$ cat config.mk
export PLATFORM = sky130hd
export DESIGN_NAME = bus_arbiter_flat
export DESIGN_NICKNAME = d
export VERILOG_FILES = /design/src/source/mem_bus_if.sv /design/src/source/bus_arbiter.sv /design/src/flat_wrapper.sv
export VERILOG_INCLUDE_DIRS = /design/src /design/src/source
export SDC_FILE = /design/constraint.sdc
export NUM_CORES = 1
export LEC_CHECK = 0
export BUFFER_PORTS_ARGS = -buffer_cell sky130_fd_sc_hd__buf_2
export CORE_AREA = 2 2 90 92
export CTS_BUF_LIST = sky130_fd_sc_hd__clkbuf_8
export DETAILED_ROUTE_END_ITERATION = 6
export DIE_AREA = 0 0 92 94
export GPL_TIMING_DRIVEN = 0
export PLACE_DENSITY = 0.55
export SYNTH_ARGS = -nofsm -noshare
export SYNTH_HDL_FRONTEND = slang
export SYNTH_SLANG_ARGS = --single-unit
$ cat constraint.sdc
create_clock -name clk -period 1.8 [get_ports clk]
set_input_delay 0.36 -clock clk [delete_from_list [all_inputs] [get_ports clk]]
set_output_delay 0.36 -clock clk [all_outputs]
set_load 0.01 [all_outputs]
$ cat src/source/cache_settings.svh
`ifndef CACHE_SETTINGS_SVH
`define CACHE_SETTINGS_SVH

// cache geometry
`define ICACHE_WAYS 2
`define ICACHE_SETS 64
`define LINE_WORDS  4

// read bus
`define BUS_ADDR_W  32
`define BURST_LEN   (`LINE_WORDS - 1)  // len field of a line refill

`endif

$ cat src/source/mem_bus_if.sv
`timescale 1ns/1ps
`include "cache_settings.svh"

interface mem_bus_if;

    logic                   req;        // held until rdy
    logic [`BUS_ADDR_W-1:0] addr;
    logic [7:0]             len;        // beats minus one
    logic                   rdy;
    logic                   ret_valid;
    logic                   ret_last;   // marks the final beat
    logic [31:0]            ret_data;

    modport requester (
        output req,
        output addr,
        output len,
        input  rdy,
        input  ret_valid,
        input  ret_last,
        input  ret_data
    );

    modport memory (
        input  req,
        input  addr,
        input  len,
        output rdy,
        output ret_valid,
        output ret_last,
        output ret_data
    );

endinterface

$ cat src/source/bus_arbiter.sv
`timescale 1ns/1ps
`include "cache_settings.svh"

module bus_arbiter (
    input  logic                   clk,
    input  logic                   arst_n,
    mem_bus_if.memory              icache_bus,
    mem_bus_if.memory              dport_bus,
    output logic                   rd_req,
    output logic [`BUS_ADDR_W-1:0] rd_addr,
    output logic [7:0]             rd_len,
    input  logic                   rd_rdy,
    input  logic                   rd_ret_valid,
    input  logic                   rd_ret_last,
    input  logic [31:0]            rd_ret_data
);

    logic busy_q;   // grant held until ret_last
    logic last_q;   // last granted, 0 icache 1 data port
    logic pick;
    logic sel;

    // round robin on a tie
    always_comb begin
        if (icache_bus.req && dport_bus.req) pick = ~last_q;
        else pick = dport_bus.req;
    end

    assign sel = busy_q ? last_q : pick;

    always_ff @(posedge clk or negedge arst_n) begin
        if (!arst_n) begin
            busy_q <= 1'b0;
            last_q <= 1'b1;                 // icache wins the first tie
        end else if (!busy_q) begin
            if (icache_bus.req || dport_bus.req) begin
                busy_q <= 1'b1;
                last_q <= pick;
            end
        end else if (rd_ret_valid && rd_ret_last) begin
            busy_q <= 1'b0;
        end
    end

    assign rd_req  = sel ? dport_bus.req  : icache_bus.req;
    assign rd_addr = sel ? dport_bus.addr : icache_bus.addr;
    assign rd_len  = sel ? dport_bus.len  : icache_bus.len;

    // loser sees rdy low
    assign icache_bus.rdy = !sel && rd_rdy;
    assign dport_bus.rdy  = sel && rd_rdy;

    // beats go only to the owner
    assign icache_bus.ret_valid = busy_q && !last_q && rd_ret_valid;
    assign icache_bus.ret_last  = busy_q && !last_q && rd_ret_last;
    assign icache_bus.ret_data  = rd_ret_data;
    assign dport_bus.ret_valid  = busy_q && last_q && rd_ret_valid;
    assign dport_bus.ret_last   = busy_q && last_q && rd_ret_last;
    assign dport_bus.ret_data   = rd_ret_data;

endmodule

$ cat src/flat_wrapper.sv
// flat-port wrapper written by rule: the top's interface ports become plain ports
module bus_arbiter_flat 
  (clk, arst_n, rd_req, rd_addr, rd_len, rd_rdy, rd_ret_valid, rd_ret_last, rd_ret_data, icache_bus_req, icache_bus_addr, icache_bus_len, icache_bus_rdy, icache_bus_ret_valid, icache_bus_ret_last, icache_bus_ret_data, dport_bus_req, dport_bus_addr, dport_bus_len, dport_bus_rdy, dport_bus_ret_valid, dport_bus_ret_last, dport_bus_ret_data);
  mem_bus_if icache_bus_i ();
  mem_bus_if dport_bus_i ();
  input  logic clk;
  input  logic arst_n;
  output logic rd_req;
  output logic [`BUS_ADDR_W-1:0] rd_addr;
  output logic [7:0] rd_len;
  input  logic rd_rdy;
  input  logic rd_ret_valid;
  input  logic rd_ret_last;
  input  logic [31:0] rd_ret_data;
  input wire logic [$bits(icache_bus_i.req)-1:0] icache_bus_req;
  input wire logic [$bits(icache_bus_i.addr)-1:0] icache_bus_addr;
  input wire logic [$bits(icache_bus_i.len)-1:0] icache_bus_len;
  output wire logic [$bits(icache_bus_i.rdy)-1:0] icache_bus_rdy;
  output wire logic [$bits(icache_bus_i.ret_valid)-1:0] icache_bus_ret_valid;
  output wire logic [$bits(icache_bus_i.ret_last)-1:0] icache_bus_ret_last;
  output wire logic [$bits(icache_bus_i.ret_data)-1:0] icache_bus_ret_data;
  input wire logic [$bits(dport_bus_i.req)-1:0] dport_bus_req;
  input wire logic [$bits(dport_bus_i.addr)-1:0] dport_bus_addr;
  input wire logic [$bits(dport_bus_i.len)-1:0] dport_bus_len;
  output wire logic [$bits(dport_bus_i.rdy)-1:0] dport_bus_rdy;
  output wire logic [$bits(dport_bus_i.ret_valid)-1:0] dport_bus_ret_valid;
  output wire logic [$bits(dport_bus_i.ret_last)-1:0] dport_bus_ret_last;
  output wire logic [$bits(dport_bus_i.ret_data)-1:0] dport_bus_ret_data;
  assign icache_bus_i.req = icache_bus_req;
  assign icache_bus_i.addr = icache_bus_addr;
  assign icache_bus_i.len = icache_bus_len;
  assign icache_bus_rdy = icache_bus_i.rdy;
  assign icache_bus_ret_valid = icache_bus_i.ret_valid;
  assign icache_bus_ret_last = icache_bus_i.ret_last;
  assign icache_bus_ret_data = icache_bus_i.ret_data;
  assign dport_bus_i.req = dport_bus_req;
  assign dport_bus_i.addr = dport_bus_addr;
  assign dport_bus_i.len = dport_bus_len;
  assign dport_bus_rdy = dport_bus_i.rdy;
  assign dport_bus_ret_valid = dport_bus_i.ret_valid;
  assign dport_bus_ret_last = dport_bus_i.ret_last;
  assign dport_bus_ret_data = dport_bus_i.ret_data;
  bus_arbiter u_core (.clk(clk), .arst_n(arst_n), .icache_bus(icache_bus_i), .dport_bus(dport_bus_i), .rd_req(rd_req), .rd_addr(rd_addr), .rd_len(rd_len), .rd_rdy(rd_rdy), .rd_ret_valid(rd_ret_valid), .rd_ret_last(rd_ret_last), .rd_ret_data(rd_ret_data));
endmodule
==> results.yml <==
status:
  outcome: "finished, violations left"
  failed_checks: "setup timing"
logic_synthesis:
  synthSimpleGateAreaFrac: 0.06325
  syn_nets: 247
  synth_fa_ha_area_frac: 0
  ys_seq_area_frac: 0.04471
  yosysTopAreaCell: "buf_4"
  synth_top_area_share: 0.4188
  synth.yosys.warnings: 0
  synthTopCellsByArea: "buf_4 (42%), mux2_2 (39%), buf_6 (3.9%)"
  synth_cells: 128
  synthXorXnorAreaFrac: 0
  synth.cells.most_frequent: "buf_4 (64), mux2_2 (40), buf_6 (4)"
  syn_avg_cell_area_sq_um: 8.964
  synth_most_common_cell: "buf_4"
  synth_edf_count: 0
  ys.flop_type: "dfstp_2"
  synth_compound_area_frac: 0.03381
  netlist_area_sq_um: 1147
  ys_ff_latch: 2
  synth_mux_area_frac: 0.3926
  async_flop_share: 1.000
  synth_top_family_by_area: "buffers and inverters"
  synthDistinctLibCells: 19
timing:
  rsz0062_at_grt: "true"
  min_period_ns: 2.090
  timing.fmax_mhz: 478.5
  slew_headroom: 0.8756
  tightest_slew_ns: 0.1852
  setup_viol: 42
  fin_crit_sh: 1.161
  setup_ws_ns: -0.2900
  clock_skew_ns: 0.002986
  finalMaxSlewViolations: 0
  fin_tns_setup_ns: -10.43
  hold_violations: 0
  hold_slack_ns: 0.3694
grt:
  grt_max_degree: 11
  use_met3: 0.01846
  first_global_vias: 1421
  grt_use_met1: 0.09165
  track_usage: 0.09152
  grt_overflow: 0
  busiest_layer: "met2"
  met2_usage: 0.1973
  grt_antenna_before_repair: 0
  grt_pass1_wl_microns: 6492
clock_tree:
  path_clk_slew_ns: 0.03
  cts_sinks: 2
  cts_made_buffers: 3
  cts_tree: "built"
  cts-htree-levels: 1
  clock_latency_ns: 0.21
  root_buffer: "clkbuf_8"
  clock_path_buffers: 2
setup_path:
  cp_max_fo: 10
  cp-start-kind: "register"
  r2r_start: "u_core.last_q"
  rrSetupSlack_ns: 0.84
  critPathKind: "reg2out"
  worstSetupEndpointType: "output pin"
  rr_endpoint: "u_core.last_q"
  worstPathArrival_ns: 1.73
  reg2regPathDepth: 3
  crit_required_ns: 1.44
layout:
  stdcell_count: 439
  multiInputGateArea_sq_um: 681.9
  fillCellCount: 765
  seq_area_sq_um: 52.55
  drive_gt1_frac: 0.9525
  diodes: 0
  nNetsFinal: 457
  area_growth_pct: 143.4
power_and_ir_drop:
  power.leakage_uw: 0.001658
  p_sw_uw: 684.8
  finalPower_uw: 1991
  swShare: 0.3439
  intPower_uw: 1306
  powerDensity_nw_per_um2: 713.0
  p_seq_frac: 0.038
  p_clk_frac: 0.093
  vdd_drop_max_v: 0.0002355
  power_frac_comb: 0.870
floorplan:
  core_sq_um: 7607
  die_area_sq_um: 8648
  die_w_microns: 92
  rows: 32
  initial_core_util: 0.1508
  fp.dieH_microns: 94
  pin_count: 230
placement:
  gp_congestion: 0.7224
  io_buffers: 197
  dpl.hpwl_microns: 4028
  placed_cells: 427
routing:
  route.detailed.drc: 0
  vias: 1620
  drt_first_pass_iters: 3
  postRouteAntennaNets: 0
  wl_microns: 5184
  drtIter0Drc: 26
  avgViaCountPerCell: 3.690
  route.detailed.wl_per_inst_microns: 11.81
hold_path:
  worstHoldStart: "rd_ret_last"
  holdCritPathClass: "in2reg"
  worstHoldEndpoint: "u_core.busy_q"
  hold_depth: 2
flow_run:
  maxCapViolCount: 0
-- metrics by stage --
step	cell area, sq um	util	setup WS (ns)
after floorplan	1147	-	0.02224
after global placement	2261	0.2972	-0.2771
after detailed placement	2261	0.2972	-0.2852
after CTS	2625	0.3451	-0.3166
after global routing	2793	0.3671	-0.3431
final	2793	0.3671	-0.2900
-- sequential cells by signal, summed over array words and instances, names as in the netlist --
register / flops
u_core.busy_q: 1
u_core.last_q: 1
-- worst max-delay path by stage --
stage             startpoint           to  slack [ns]  cells after the start
6_report       u_core.last_q  rd_addr[31]       -0.29                      6
5_1_grt        u_core.last_q  rd_addr[31]       -0.34                      6
4_1_cts        u_core.last_q    rd_len[2]       -0.32                      6
3_5_place_dp   u_core.last_q   rd_addr[7]       -0.29                      5
3_3_place_gp   u_core.last_q   rd_addr[3]       -0.28                      5
2_1_floorplan  u_core.last_q   rd_addr[0]        0.02                      4
-- what timing repair did --
item | in CTS | in global routing
gates cloned | 0 | 2
endpoints found under the setup margin | 42 | 42
setup buffers | 4 | 2
gates resized for setup | 54 | 25
pin swaps | 1 | 2
hold endpoints to repair | 1 | 0
hold buffers | 1 | 0
-- critical path, stage by stage, from the launching register on --
cell	delay [ns]
dfstp_2	0.55
nand2_4	0.06
a21boi_4	0.15
buf_6	0.14
buf_8	0.13
mux2_2	0.36
buf_6	0.13
-- routing by layer --
metal	routed length, microns	up-vias
li1	-	788
met1	1627	695
met2	2903	135
met3	634	2
met4	19	0
met5	0	-
-- logic make-up after synthesis --
logic type,count (synthesis)
compound gates,4
buf+inv,70
flops,2
mux,40
simple gates,12
-- power groups by stage --
stage	Clock [uW]	Sequential [uW]	Combinational, uW
after floorplan	0	71.8	745
after global placement	0	76.0	1170
after detailed placement	0	75.3	1170
after CTS	189	71.5	1540
after global routing	192	76.1	1830
final	185	74.7	1730
-- cell usage in the layout (no fill, tap or decap) --
master	synthesis	layout
buf_6	4	40
clkbuf_16	0	2
mux2_2	40	10
buf_12	0	1
nand2_4	0	1
buf_2	1	159
nor2_1	2	2
mux2_4	0	30
dfstp_2	1	1
and3b_1	2	2
a31oi_1	1	1
and3_1	2	2
a21boi_4	1	1
buf_8	0	3
and2_1	1	1
nand2_1	2	1
buf_4	64	68
dfrtp_2	0	1
nor2b_2	1	1
inv_1	1	2
clkbuf_8	0	3
dlygate4sd3_1	0	1
a21oi_1	1	1
nor3_1	1	1
nor3b_1	1	1
o22a_1	1	1
-- layout make-up --
type,count,area share
flip-flops and latches,2,0.01882
repair buffers,206,0.4785
well taps,102,0.04570
clock inverters,1,0.001344
plain buffers,68,0.1953
multi-input cells,56,0.2442
clock buffers,3,0.01478
inverters,1,0.001344
Note: power is estimated with default switching activity, not from simulation.
