==> src/source/cache_settings.svh <==
`ifndef CACHE_SETTINGS_SVH
`define CACHE_SETTINGS_SVH

// cache geometry
`define ICACHE_WAYS 2
`define ICACHE_SETS 64
`define LINE_WORDS  4

// read bus
`define BUS_ADDR_W  32
`define BURST_LEN   (`LINE_WORDS - 1)  // len field of a line refill

`endif

==> src/source/mem_bus_if.sv <==
`timescale 1ns/1ps
`include "cache_settings.svh"

interface mem_bus_if;

    logic                   req;        // held until rdy
    logic [`BUS_ADDR_W-1:0] addr;
    logic [7:0]             len;        // beats minus one
    logic                   rdy;
    logic                   ret_valid;
    logic                   ret_last;   // marks the final beat
    logic [31:0]            ret_data;

    modport requester (
        output req,
        output addr,
        output len,
        input  rdy,
        input  ret_valid,
        input  ret_last,
        input  ret_data
    );

    modport memory (
        input  req,
        input  addr,
        input  len,
        output rdy,
        output ret_valid,
        output ret_last,
        output ret_data
    );

endinterface

==> src/source/data_port.sv <==
`timescale 1ns/1ps
`include "cache_settings.svh"

module data_port (
    input  logic                   clk,
    input  logic                   arst_n,
    input  logic                   load_valid,
    input  logic [`BUS_ADDR_W-1:0] load_addr,
    output logic                   load_ready,
    output logic                   load_data_valid,
    output logic [31:0]            load_data,
    mem_bus_if.requester           bus
);

    logic                   busy_q;     // load in flight
    logic                   req_q;      // request not yet accepted
    logic                   valid_q;
    logic                   done;
    logic [`BUS_ADDR_W-1:0] addr_q;
    logic [31:0]            data_q;

    assign done = busy_q && !req_q && bus.ret_valid && bus.ret_last;

    always_ff @(posedge clk or negedge arst_n) begin
        if (!arst_n) begin
            busy_q  <= 1'b0;
            req_q   <= 1'b0;
            valid_q <= 1'b0;
        end else begin
            if (load_valid && load_ready) begin
                busy_q <= 1'b1;
                req_q  <= 1'b1;
            end else begin
                if (req_q && bus.rdy) req_q <= 1'b0;
                if (done) busy_q <= 1'b0;
            end
            valid_q <= done;
        end
    end

    always_ff @(posedge clk) begin
        if (load_valid && load_ready) addr_q <= {load_addr[`BUS_ADDR_W-1:2], 2'b00};
        if (done) data_q <= bus.ret_data;
    end

    assign bus.req  = req_q;
    assign bus.addr = addr_q;
    assign bus.len  = 8'd0;             // always a single word

    assign load_ready      = !busy_q;
    assign load_data_valid = valid_q;
    assign load_data       = data_q;

endmodule

==> src/flat_wrapper.sv <==
// flat-port wrapper written by rule: the top's interface ports become plain ports
module data_port_flat 
  (clk, arst_n, load_valid, load_addr, load_ready, load_data_valid, load_data, bus_req, bus_addr, bus_len, bus_rdy, bus_ret_valid, bus_ret_last, bus_ret_data);
  mem_bus_if bus_i ();
  input  logic clk;
  input  logic arst_n;
  input  logic load_valid;
  input  logic [`BUS_ADDR_W-1:0] load_addr;
  output logic load_ready;
  output logic load_data_valid;
  output logic [31:0] load_data;
  output wire logic [$bits(bus_i.req)-1:0] bus_req;
  output wire logic [$bits(bus_i.addr)-1:0] bus_addr;
  output wire logic [$bits(bus_i.len)-1:0] bus_len;
  input wire logic [$bits(bus_i.rdy)-1:0] bus_rdy;
  input wire logic [$bits(bus_i.ret_valid)-1:0] bus_ret_valid;
  input wire logic [$bits(bus_i.ret_last)-1:0] bus_ret_last;
  input wire logic [$bits(bus_i.ret_data)-1:0] bus_ret_data;
  assign bus_req = bus_i.req;
  assign bus_addr = bus_i.addr;
  assign bus_len = bus_i.len;
  assign bus_i.rdy = bus_rdy;
  assign bus_i.ret_valid = bus_ret_valid;
  assign bus_i.ret_last = bus_ret_last;
  assign bus_i.ret_data = bus_ret_data;
  data_port u_core (.clk(clk), .arst_n(arst_n), .load_valid(load_valid), .load_addr(load_addr), .load_ready(load_ready), .load_data_valid(load_data_valid), .load_data(load_data), .bus(bus_i));
endmodule
==> config.mk <==
export PLATFORM = sky130hd
export DESIGN_NAME = data_port_flat
export DESIGN_NICKNAME = d
export VERILOG_FILES = /design/src/source/mem_bus_if.sv /design/src/source/data_port.sv /design/src/flat_wrapper.sv
export VERILOG_INCLUDE_DIRS = /design/src /design/src/source
export SDC_FILE = /design/constraint.sdc
export NUM_CORES = 1
export LEC_CHECK = 0
export BUFFER_PORTS_ARGS = -buffer_cell sky130_fd_sc_hd__buf_4
export CORE_ASPECT_RATIO = 0.9
export CORE_MARGIN = 2
export CORE_UTILIZATION = 35
export CTS_BUF_LIST = sky130_fd_sc_hd__clkbuf_4
export CTS_CLUSTER_DIAMETER = 80
export DETAILED_ROUTE_END_ITERATION = 8
export GPL_TIMING_DRIVEN = 1
export PLACE_DENSITY = 0.7
export SYNTH_ARGS = -nofsm -noshare
export SYNTH_HDL_FRONTEND = slang
export SYNTH_SLANG_ARGS = --single-unit
==> constraint.sdc <==
create_clock -name clk -period 2.5 [get_ports clk]
set_input_delay 0.625 -clock clk [delete_from_list [all_inputs] [get_ports clk]]
set_output_delay 0.625 -clock clk [all_outputs]
set_load 0.02 [all_outputs]
==> impl_metrics.csv, run 1 <==
group,metric,value,unit
outcome,status,"finished, final reports clean",
clock_network,cts_resized,0,
timing,max_freq,0.5861,GHz
power_and_ir_drop,power_frac_clock,0.292,
flow_run,max-cap-violations,0,
synthesis,synth-seq-cells,65,
timing,final.period_utilization,0.6825,
clock_network,cts_max_level,3,
setup_path,cp_max_fo,4,
setup_path,slowest_delay,0.44,ns
power_and_ir_drop,p_int,1.726,mW
placement,post_dp_cell_area,3107,um^2
clock_network,cts.reportedPaths.clkPinSlew,0.10,ns
power_and_ir_drop,leakage,1.385,nW
setup_path,worst_r2r_startpoint,"u_core.bus.req",
die,io_pins,145,
layout,diodes,0,
detailed_routing,drc,0,
timing,setup_viol,0,
synthesis,synth_cell_types,9,
detailed_routing,postRouteWirelength,4381,um
synthesis,synth_xor_area_frac,0,
setup_path,reg2reg_slack,1.01,ns
detailed_routing,drtIter0Drc,56,
setup_path,endpoint_kind,"primary output",
global_route,antenna_found_initial,0,
setup_path,setup.worst_path.start_class,"flop",
synthesis,synthAdderAreaFrac,0,
worst_hold_path,min_to,"u_core.load_data[2]",
setup_path,ff2ff_path_depth,1,
die,core-area,5693,um^2
layout,drive_above_1_share,0.6537,
clock_network,clkSinkCount,65,
synthesis,synthMuxAreaShare,0,
timing,maxSlewViolCount,0,
detailed_routing,ant_nets,0,
layout,fill_cells,460,
clock_network,cts-root-buf,"clkbuf_4",
timing,period_needed,1.706,ns
synthesis,syn_inst,83,
worst_hold_path,hold_class,"in2reg",
clock_network,cts_buffers,9,
power_and_ir_drop,ir_drop,0.5307,mV
synthesis,synth_top_family_by_area,"buffers and inverters",
layout,final_util,0.5708,
timing,clock_skew,0.007397,ns
placement,port_buffers,132,
global_route,grt_pass1_vias,1266,
power_and_ir_drop,swShare,0.2348,
setup_path,worstPathRequired,1.88,ns
timing,worst_pin_slew,0.5263,ns
worst_hold_path,min_path_cells,1,
die,die_height,76.77,um
power_and_ir_drop,seqPwrFrac,0.572,
synthesis,synth-warning-count,0,
global_route,grt_use_total,0.1396,
global_route,grt_pass1_wl,6672,um
detailed_routing,avgRoutedWirePerCell,14.55,um
synthesis,avgSynthCellArea,24.81,um^2
synthesis,netlist_area,2059,um^2
layout,layout.nets,297,
clock_network,worstSkewPairLatency,0.39,ns
setup_path,reg2reg_to,"u_core.load_data[1]",
timing,maxSlewHeadroom,0.6492,
global_route,grt.overflow.total,0,
timing,grt_setup_unrepaired,"no",
placement,dp_hpwl,3261,um
setup_path,cp_slowest_cell,"dfrtp_1",
power_and_ir_drop,powerDensity,694.2,nW/um^2
setup_path,crit_type,"reg2out",
timing,fin_setup_tns,0,ns
layout,finalInstanceArea,3249,um^2
layout,area_growth,57.78,%
die,die-area,6515,um^2
detailed_routing,drt_pass1_iterations,3,
power_and_ir_drop,combPwrFrac,0.136,
die,start_util,0.3618,
detailed_routing,viasPerCell,4.233,
setup_path,cp.arrival,1.08,ns
clock_network,cts_buffer_depth,2,
synthesis,ys_seq_area_frac,0.9405,
die,fp.dieW,84.86,um
die,rows,26,
synthesis,synthSimpleGateAreaFrac,0.008505,
timing,hold_viol_final,0,
power_and_ir_drop,p_sw,0.5298,mW
detailed_routing,via_count,1274,
synthesis,synth_compound_area_frac,0.007290,
worst_hold_path,hold_path.startpoint,"bus_ret_data[2]",
setup_path,crit_path_cell_trace,"inv_1 -> buf_4",
timing,whs,0.4043,ns
global_route,grt_max_degree,35,
placement,gp_congestion,0.7784,
clock_network,cts_tree,"yes",
## final cells by class
type / instances / area (um^2) / share of cell area
Clock inverter: 5 / 57.56 / 0.01771
Timing Repair Buffer: 134 / 1008 / 0.3104
Tap cell: 70 / 87.58 / 0.02695
Multi-Input combinational cell: 14 / 72.57 / 0.02233
Inverter: 3 / 11.26 / 0.003466
Clock buffer: 10 / 75.07 / 0.02310
Sequential cell: 65 / 1937 / 0.5961
## worst max-delay path, delay by kind of cell, from the launching register on
family,cells,cell delay [ns]
buffers and inverters,2,0.26
flip-flops,1,0.44
## routing by layer
metal	routed length, um	global-route usage	up-vias
met2	2088	0.2220	100
met1	1518	0.1374	582
met5	0	0	-
met3	705	0.1066	8
li1	-	-	584
met4	68	0.05397	0
## power groups by stage
stage                     logic [mW]  clock network [mW]  registers, mW
after detailed placement       0.309                   0           1.32
after global placement         0.304                   0           1.31
after global routing           0.324               0.740           1.30
after CTS                      0.311               0.694           1.29
final                          0.307               0.658           1.29
after floorplan               0.0622                   0           1.39
## timing repair
action / 4_1_cts / 5_1_grt
setup buffers: 0 / 0
endpoints found under the setup margin: 0 / 0
endpoints found under the hold margin: 3 / 0
hold buffers: 1 / 0
## registers in the layout, summed over array words and instances, names as in the netlist
signal,count
u_core.load_data_valid,1
u_core.busy_q,1
u_core.bus.addr,30
u_core.bus.req,1
u_core.load_data,32
## how the worst max path moves through the flow
stage	start	end	slack [ns]
finish	u_core.busy_q	load_ready	0.79
detailed placement	bus_ret_last	u_core.load_data[17]	0.81
floorplan	load_valid	u_core.bus.addr[10]	0.12
global route	u_core.busy_q	load_ready	0.70
CTS	u_core.busy_q	load_ready	0.74
global placement	bus_ret_last	u_core.load_data[3]	0.83
## layout by cell type, fill, tap and decap left out
master	count
dlygate4sd3_1	1
nor2_2	1
conb_1	10
inv_1	3
clkinv_4	2
dfrtp_1	3
buf_4	133
bufinv_16	1
and4b_4	1
a21oi_2	1
clkbuf_4	10
edfxtp_1	62
clkinv_2	2
o22ai_1	1
## cell families after synthesis
| group | count (synthesis) |
|---|---|
| other cells | 1 |
| buf+inv | 13 |
| simple gates | 2 |
| flops | 65 |
| compound gates | 2 |
## Yosys cell counts
| master | count | share of area |
|---|---|---|
| edfxtp_1 | 62 | 0.90 |
| and4b_4 | 1 | 0.0067 |
| inv_1 | 3 | 0.0055 |
| a21oi_2 | 1 | 0.0043 |
| o22ai_1 | 1 | 0.0030 |
| conb_1 | 1 | 0.0018 |
| buf_4 | 10 | 0.036 |
| nor2_1 | 1 | 0.0018 |
| dfrtp_1 | 3 | 0.036 |
## stage by stage
step,power (mW),setup WS (ns),cells
5_1_grt,2.362,0.6950,301
4_1_cts,2.297,0.7431,301
2_1_floorplan,1.454,0.1240,92
3_5_place_dp,1.625,0.8114,285
3_3_place_gp,1.617,0.8334,285
6_report,2.256,0.7937,301
Note: power is estimated with default switching activity, not from simulation.
==> run 2, diff against run 1 <==
ABC_AREA = 1   (was unset)
clock period = 1.7 ns   (was 2.5 ns; I/O delays follow)
==> impl_metrics.csv, run 2 <==
group,metric,value,unit
outcome,status,"finished, final reports clean",
synthesis,synth_top_area_frac,0.9051,
die,die-area,6507,um^2
setup_path,crit_path_cell_trace,"inv_1 -> buf_4",
clock_network,clkSinkCount,65,
timing,period_needed,1.415,ns
layout,area_growth,58.21,%
power_and_ir_drop,powerDensity,962.8,nW/um^2
setup_path,endpoint_kind,"primary output",
synthesis,syn_inst,86,
timing,setup_viol,0,
clock_network,cts_tree,"yes",
die,start_util,0.3613,
synthesis,netlist_area,2057,um^2
timing,max_freq,0.7070,GHz
die,core-area,5693,um^2
synthesis,synth_edf_count,62,
layout,final_common_cell,"buf_4",
timing,final.period_utilization,0.8321,
detailed_routing,drt_pass1_iterations,4,
setup_path,worstPathRequired,1.27,ns
timing,setup_slack,0.2855,ns
synthesis,synthMostInstantiatedCell,"edfxtp_1",
clock_network,cts-root-buf,"clkbuf_4",
global_route,grt_pass1_wl,6272,um
layout,layout.nets,302,
synthesis,synth-warning-count,0,
detailed_routing,postRouteWirelength,4058,um
synthesis,synth-seq-cells,65,
detailed_routing,avgRoutedWirePerCell,13.30,um
detailed_routing,ant_nets,0,
global_route,grt_pass1_vias,1273,
die,io_pins,145,
global_route,busiest_layer,"met2",
clock_network,cts_buffer_depth,2,
setup_path,cp_slowest_cell,"dfrtp_1",
global_route,use_met2,0.2039,
clock_network,cts.reportedPaths.clkPinSlew,0.09,ns
timing,grt_setup_unrepaired,"no",
power_and_ir_drop,leakage,1.394,nW
layout,final_cell_mix,"buf_4 (133), edfxtp_1 (62), conb_1 (10), clkbuf_4 (10)",
setup_path,slowest_delay,0.40,ns
clock_network,worstSkewPairLatency,0.38,ns
timing,fin_setup_tns,0,ns
synthesis,avgSynthCellArea,23.92,um^2
clock_network,cts_max_level,3,
synthesis,yosys-top-cells-area,"edfxtp_1 (91%), buf_4 (3.6%), dfrtp_1 (3.6%)",
setup_path,setup.worst_path.start_class,"flop",
timing,maxSlewViolCount,0,
placement,place_ws,0.4511,ns
layout,largest_reg_flops,32,
global_route,use_met1,0.1327,
detailed_routing,drc,0,
synthesis,ys.flop_type,"edfxtp_1",
synthesis,synth_common_cells,"edfxtp_1 (62), buf_4 (10), dfrtp_1 (3), inv_1 (3), nand2_1 (3)",
global_route,grt_max_degree,31,
global_route,grt_use_total,0.1326,
global_route,grtUsageMet3,0.1098,
global_route,antenna_found_initial,0,
clock_network,cts_buffers,9,
synthesis,synth_cell_types,9,
detailed_routing,drtIter0Drc,59,
layout,diodes,0,
power_and_ir_drop,ir_drop,0.5541,mV
synthesis,ys_seq_area_frac,0.9416,
synthesis,synth_top_cell_by_area,"edfxtp_1",
placement,port_buffers,132,
die,die_height,76.73,um
setup_path,crit_type,"reg2out",
synthesis,synthArstFlopShare,0.04615,
die,rows,26,
setup_path,cp_max_fo,3,
timing,hold_viol_final,0,
detailed_routing,viasPerCell,4.170,
worst_hold_path,hold_class,"in2reg",
layout,drive_above_1_share,0.6383,
detailed_routing,via_count,1272,
global_route,grt.overflow.total,0,
die,fp.dieW,84.81,um
setup_path,cp.arrival,0.99,ns
flow_run,max-cap-violations,0,
timing,clock_skew,0.007426,ns
layout,fill_cells,442,
placement,gp_congestion,0.7470,
run 2: cell count changes after synthesis:
cell | previous run | this run
nand2_1 | 0 | 3
and4b_4 | 1 | 0
a21oi_2 | 1 | 0
nor2_1 | 1 | 2
nor2_2 | 0 | 1
o21ai_0 | 0 | 1
o22ai_1 | 1 | 0
run 2: layout make-up:
class | instances | area, um^2 | area share
multi-input combinational | 17 | 72.57 | 0.02230
sequential | 65 | 1937 | 0.5952
clock buffer | 10 | 75.07 | 0.02307
inverter | 3 | 11.26 | 0.003460
clock inverter | 4 | 22.52 | 0.006920
tap | 70 | 87.58 | 0.02691
timing repair buffer | 136 | 1049 | 0.3222
run 2: power breakdown:
part / total (mW) / switching [mW] / internal, mW
sequential: 1.89 / 0.0261 / 1.87
clock: 0.770 / 0.477 / 0.294
combinational: 0.468 / 0.244 / 0.224
run 2: cell families (layout without fill, tap and decap cells):
kind of cell	count (synthesis)	in the layout	synth area share
DFF	65	65	0.9416
buffers and inverters	13	153	0.04197
and+or+nand+nor	6	6	0.01217
other	1	10	0.001823
AOI/OAI and AO/OA	1	1	0.002431
run 2: path summary, 6_finish.rpt:
kind                                       start                     end  slack, ns  cells past startpoint
worst max-delay path               u_core.busy_q              load_ready       0.29                      2
worst min-delay path            bus_ret_data[29]    u_core.load_data[29]       0.21                      1
worst max register to register    u_core.bus.req     u_core.load_data[0]       0.56                      4
worst min register to register    u_core.bus.req          u_core.bus.req       0.55                      2
max in group asynchronous                 arst_n           u_core.busy_q       1.24                      2
min in group asynchronous                 arst_n  u_core.load_data_valid       0.36                      2
run 2: routing by layer:
layer,up-vias,part of all wire
li1,594,-
met4,0,0.010
met2,113,0.46
met3,5,0.18
met1,560,0.34
met5,-,0
run 2: what timing repair did:
item                                   CTS  global route
gates resized for setup                  0             0
hold buffers                             1             0
buffers inserted                         0             0
endpoints found under the hold margin    3             0
run 2: worst max-delay path: cells and delay by family (launching register included):
kind,cells,cell delay (ns)
flip-flops,1,0.40
buffers and inverters,2,0.21
run 2: per-stage QoR:
stage / total power, mW / area (um^2) / instances / hold slack (ns) / util
2_1_floorplan: 2.137 / 2096 / 95 / 0.1294 / -
3_3_place_gp: 2.396 / 3147 / 290 / 0.2165 / 0.5527
3_5_place_dp: 2.406 / 3147 / 290 / 0.2193 / 0.5527
4_1_cts: 3.199 / 3254 / 305 / 0.1598 / 0.5716
5_1_grt: 3.311 / 3254 / 305 / 0.1377 / 0.5716
6_report: 3.133 / 3254 / 305 / 0.2084 / 0.5716
==> run 3, diff against run 2 <==
clock period = 1.5 ns   (was 1.7 ns; I/O delays follow)
==> impl_metrics.csv, run 3 (synthesis gave the netlist of run 2 again) <==
group,metric,value,unit
power_and_ir_drop,seqPwrFrac,0.595,
global_route,grt_max_degree,35,
global_route,grt_pass1_vias,1291,
layout,final_cell_mix,"buf_4 (133), edfxtp_1 (62), clkbuf_4 (12)",
timing,hold_viol_final,0,
detailed_routing,viasPerCell,4.144,
timing,setup_slack,0.09626,ns
detailed_routing,drc,0,
setup_path,cp_slowest_cell,"dfrtp_1",
detailed_routing,postRouteWirelength,4049,um
detailed_routing,via_count,1268,
placement,dp_hpwl,2980,um
flow_run,max-cap-violations,0,
clock_network,cts_resized,0,
power_and_ir_drop,ir_drop,0.7823,mV
global_route,grt.overflow.total,0,
power_and_ir_drop,swShare,0.2377,
timing,setup_viol,0,
layout,fill_cells,453,
timing,period_needed,1.404,ns
outcome,status,"finished, final reports clean",
die,core-area,5693,um^2
global_route,grt_use_total,0.1282,
die,die-area,6507,um^2
placement,gp_congestion,0.7426,
power_and_ir_drop,power_frac_clock,0.259,
setup_path,worst_r2r_startpoint,"u_core.busy_q",
placement,post_dp_cell_area,3134,um^2
setup_path,ff2ff_path_depth,4,
placement,place_ws,0.1884,ns
placement,dp_cells,289,
setup_path,reg2reg_to,"u_core.bus.addr[5]",
power_and_ir_drop,powerDensity,1110,nW/um^2
setup_path,slowest_delay,0.41,ns
placement,port_buffers,132,
setup_path,reg2reg_slack,0.17,ns
layout,final_common_cell,"buf_4",
layout,finalInstanceArea,3254,um^2
layout,largest_reg_flops,32,
layout,drive_above_1_share,0.6568,
worst_hold_path,hold_path.startpoint,"load_addr[12]",
power_and_ir_drop,p_int,2.753,mW
global_route,antenna_found_initial,0,
setup_path,cp.arrival,1.03,ns
layout,area_growth,58.21,%
power_and_ir_drop,power,3.611,mW
clock_network,cts-root-buf,"clkbuf_4",
detailed_routing,ant_nets,0,
global_route,use_met2,0.1858,
setup_path,worstPathRequired,1.12,ns
timing,maxSlewViolCount,0,
detailed_routing,drt_pass1_iterations,4,
setup_path,endpoint_kind,"primary output",
die,start_util,0.3613,
layout,instances_no_fill,306,
detailed_routing,drtIter0Drc,32,
setup_path,setup.worst_path.start_class,"flop",
layout,layout.nets,301,
timing,max_freq,0.7124,GHz
die,io_pins,145,
clock_network,cts_max_level,3,
timing,final.period_utilization,0.9358,
clock_network,cts_buffers,9,
worst_hold_path,hold_class,"in2reg",
clock_network,cts_buffer_depth,2,
clock_network,cts_tree,"yes",
global_route,busiest_layer,"met2",
global_route,use_met1,0.1240,
power_and_ir_drop,p_sw,0.8582,mW
clock_network,worstSkewPairLatency,0.39,ns
worst_hold_path,min_path_cells,1,
clock_network,cts.reportedPaths.clkPinSlew,0.10,ns
global_route,grt_pass1_wl,6072,um
timing,clock_skew,0.006724,ns
timing,grt_setup_unrepaired,"no",
setup_path,cp_max_fo,3,
power_and_ir_drop,leakage,1.388,nW
power_and_ir_drop,combPwrFrac,0.146,
timing,fin_setup_tns,0,ns
setup_path,crit_path_cell_trace,"inv_1 -> buf_4",
worst_hold_path,min_to,"u_core.bus.addr[12]",
clock_network,clkSinkCount,65,
die,fp.dieW,84.81,um
die,rows,26,
detailed_routing,avgRoutedWirePerCell,13.23,um
layout,diodes,0,
setup_path,crit_type,"reg2out",
die,die_height,76.73,um
global_route,grtUsageMet3,0.1109,
-- run 3: changes by cell type in the layout (fill, tap and decap cells not counted), sizes merged --
cell    before  now
buf        135  134
clkbuf      10   12
clkinv       3    4
inv          3    2
-- run 3: metal layers --
layer | up-vias | wire, um
met5 | - | 0
li1 | 593 | -
met4 | 0 | 94
met3 | 14 | 856
met1 | 553 | 1312
met2 | 108 | 1786
-- run 3: worst max-delay path, delay by kind of cell, from the launching register on --
family	cells	cell delay, ns
buffers and inverters	2	0.23
flip-flops	1	0.41
-- run 3: power by group through the flow --
| stage | sequential (mW) | combinational [mW] | clock, mW |
|---|---|---|---|
| 5_1_grt | 2.16 | 0.559 | 1.07 |
| 2_1_floorplan | 2.32 | 0.110 | 0 |
| 4_1_cts | 2.15 | 0.532 | 0.987 |
| 3_3_place_gp | 2.19 | 0.524 | 0 |
| 3_5_place_dp | 2.19 | 0.529 | 0 |
| 6_report | 2.15 | 0.526 | 0.936 |
-- run 3: through the flow --
step,util,hold WS [ns]
finish,0.5716,0.1510
global placement,0.5505,0.1669
floorplan,-,0.07941
detailed placement,0.5505,0.1673
global route,0.5716,0.1037
CTS,0.5716,0.1092
-- run 3: how the worst max path moves through the flow --
| stage | end | startpoint | cells past startpoint | slack, ns |
|---|---|---|---|---|
| after floorplan | u_core.load_data[0] | u_core.bus.req | 3 | 0.01 |
| after global placement | u_core.bus.addr[10] | load_valid | 4 | 0.20 |
| after detailed placement | u_core.bus.addr[20] | u_core.busy_q | 4 | 0.19 |
| after CTS | load_ready | u_core.busy_q | 2 | 0.06 |
| after global routing | load_ready | u_core.busy_q | 2 | 0.02 |
| final | load_ready | u_core.busy_q | 2 | 0.1 |
-- run 3: area by class of cell --
cell class                      count  area, um^2  share of cell area
Clock buffer                       12       90.09             0.02768
Clock inverter                      4       20.02            0.006151
Inverter                            3       15.01            0.004614
Multi-Input combinational cell     17       75.07             0.02307
Sequential cell                    65        1938              0.5955
Tap cell                           70       87.58             0.02691
Timing Repair Buffer              135        1028              0.3160
-- run 3: repair_timing --
item,CTS,global route
endpoints found under the hold margin,3,0
buffers inserted,0,0
hold buffers,1,0
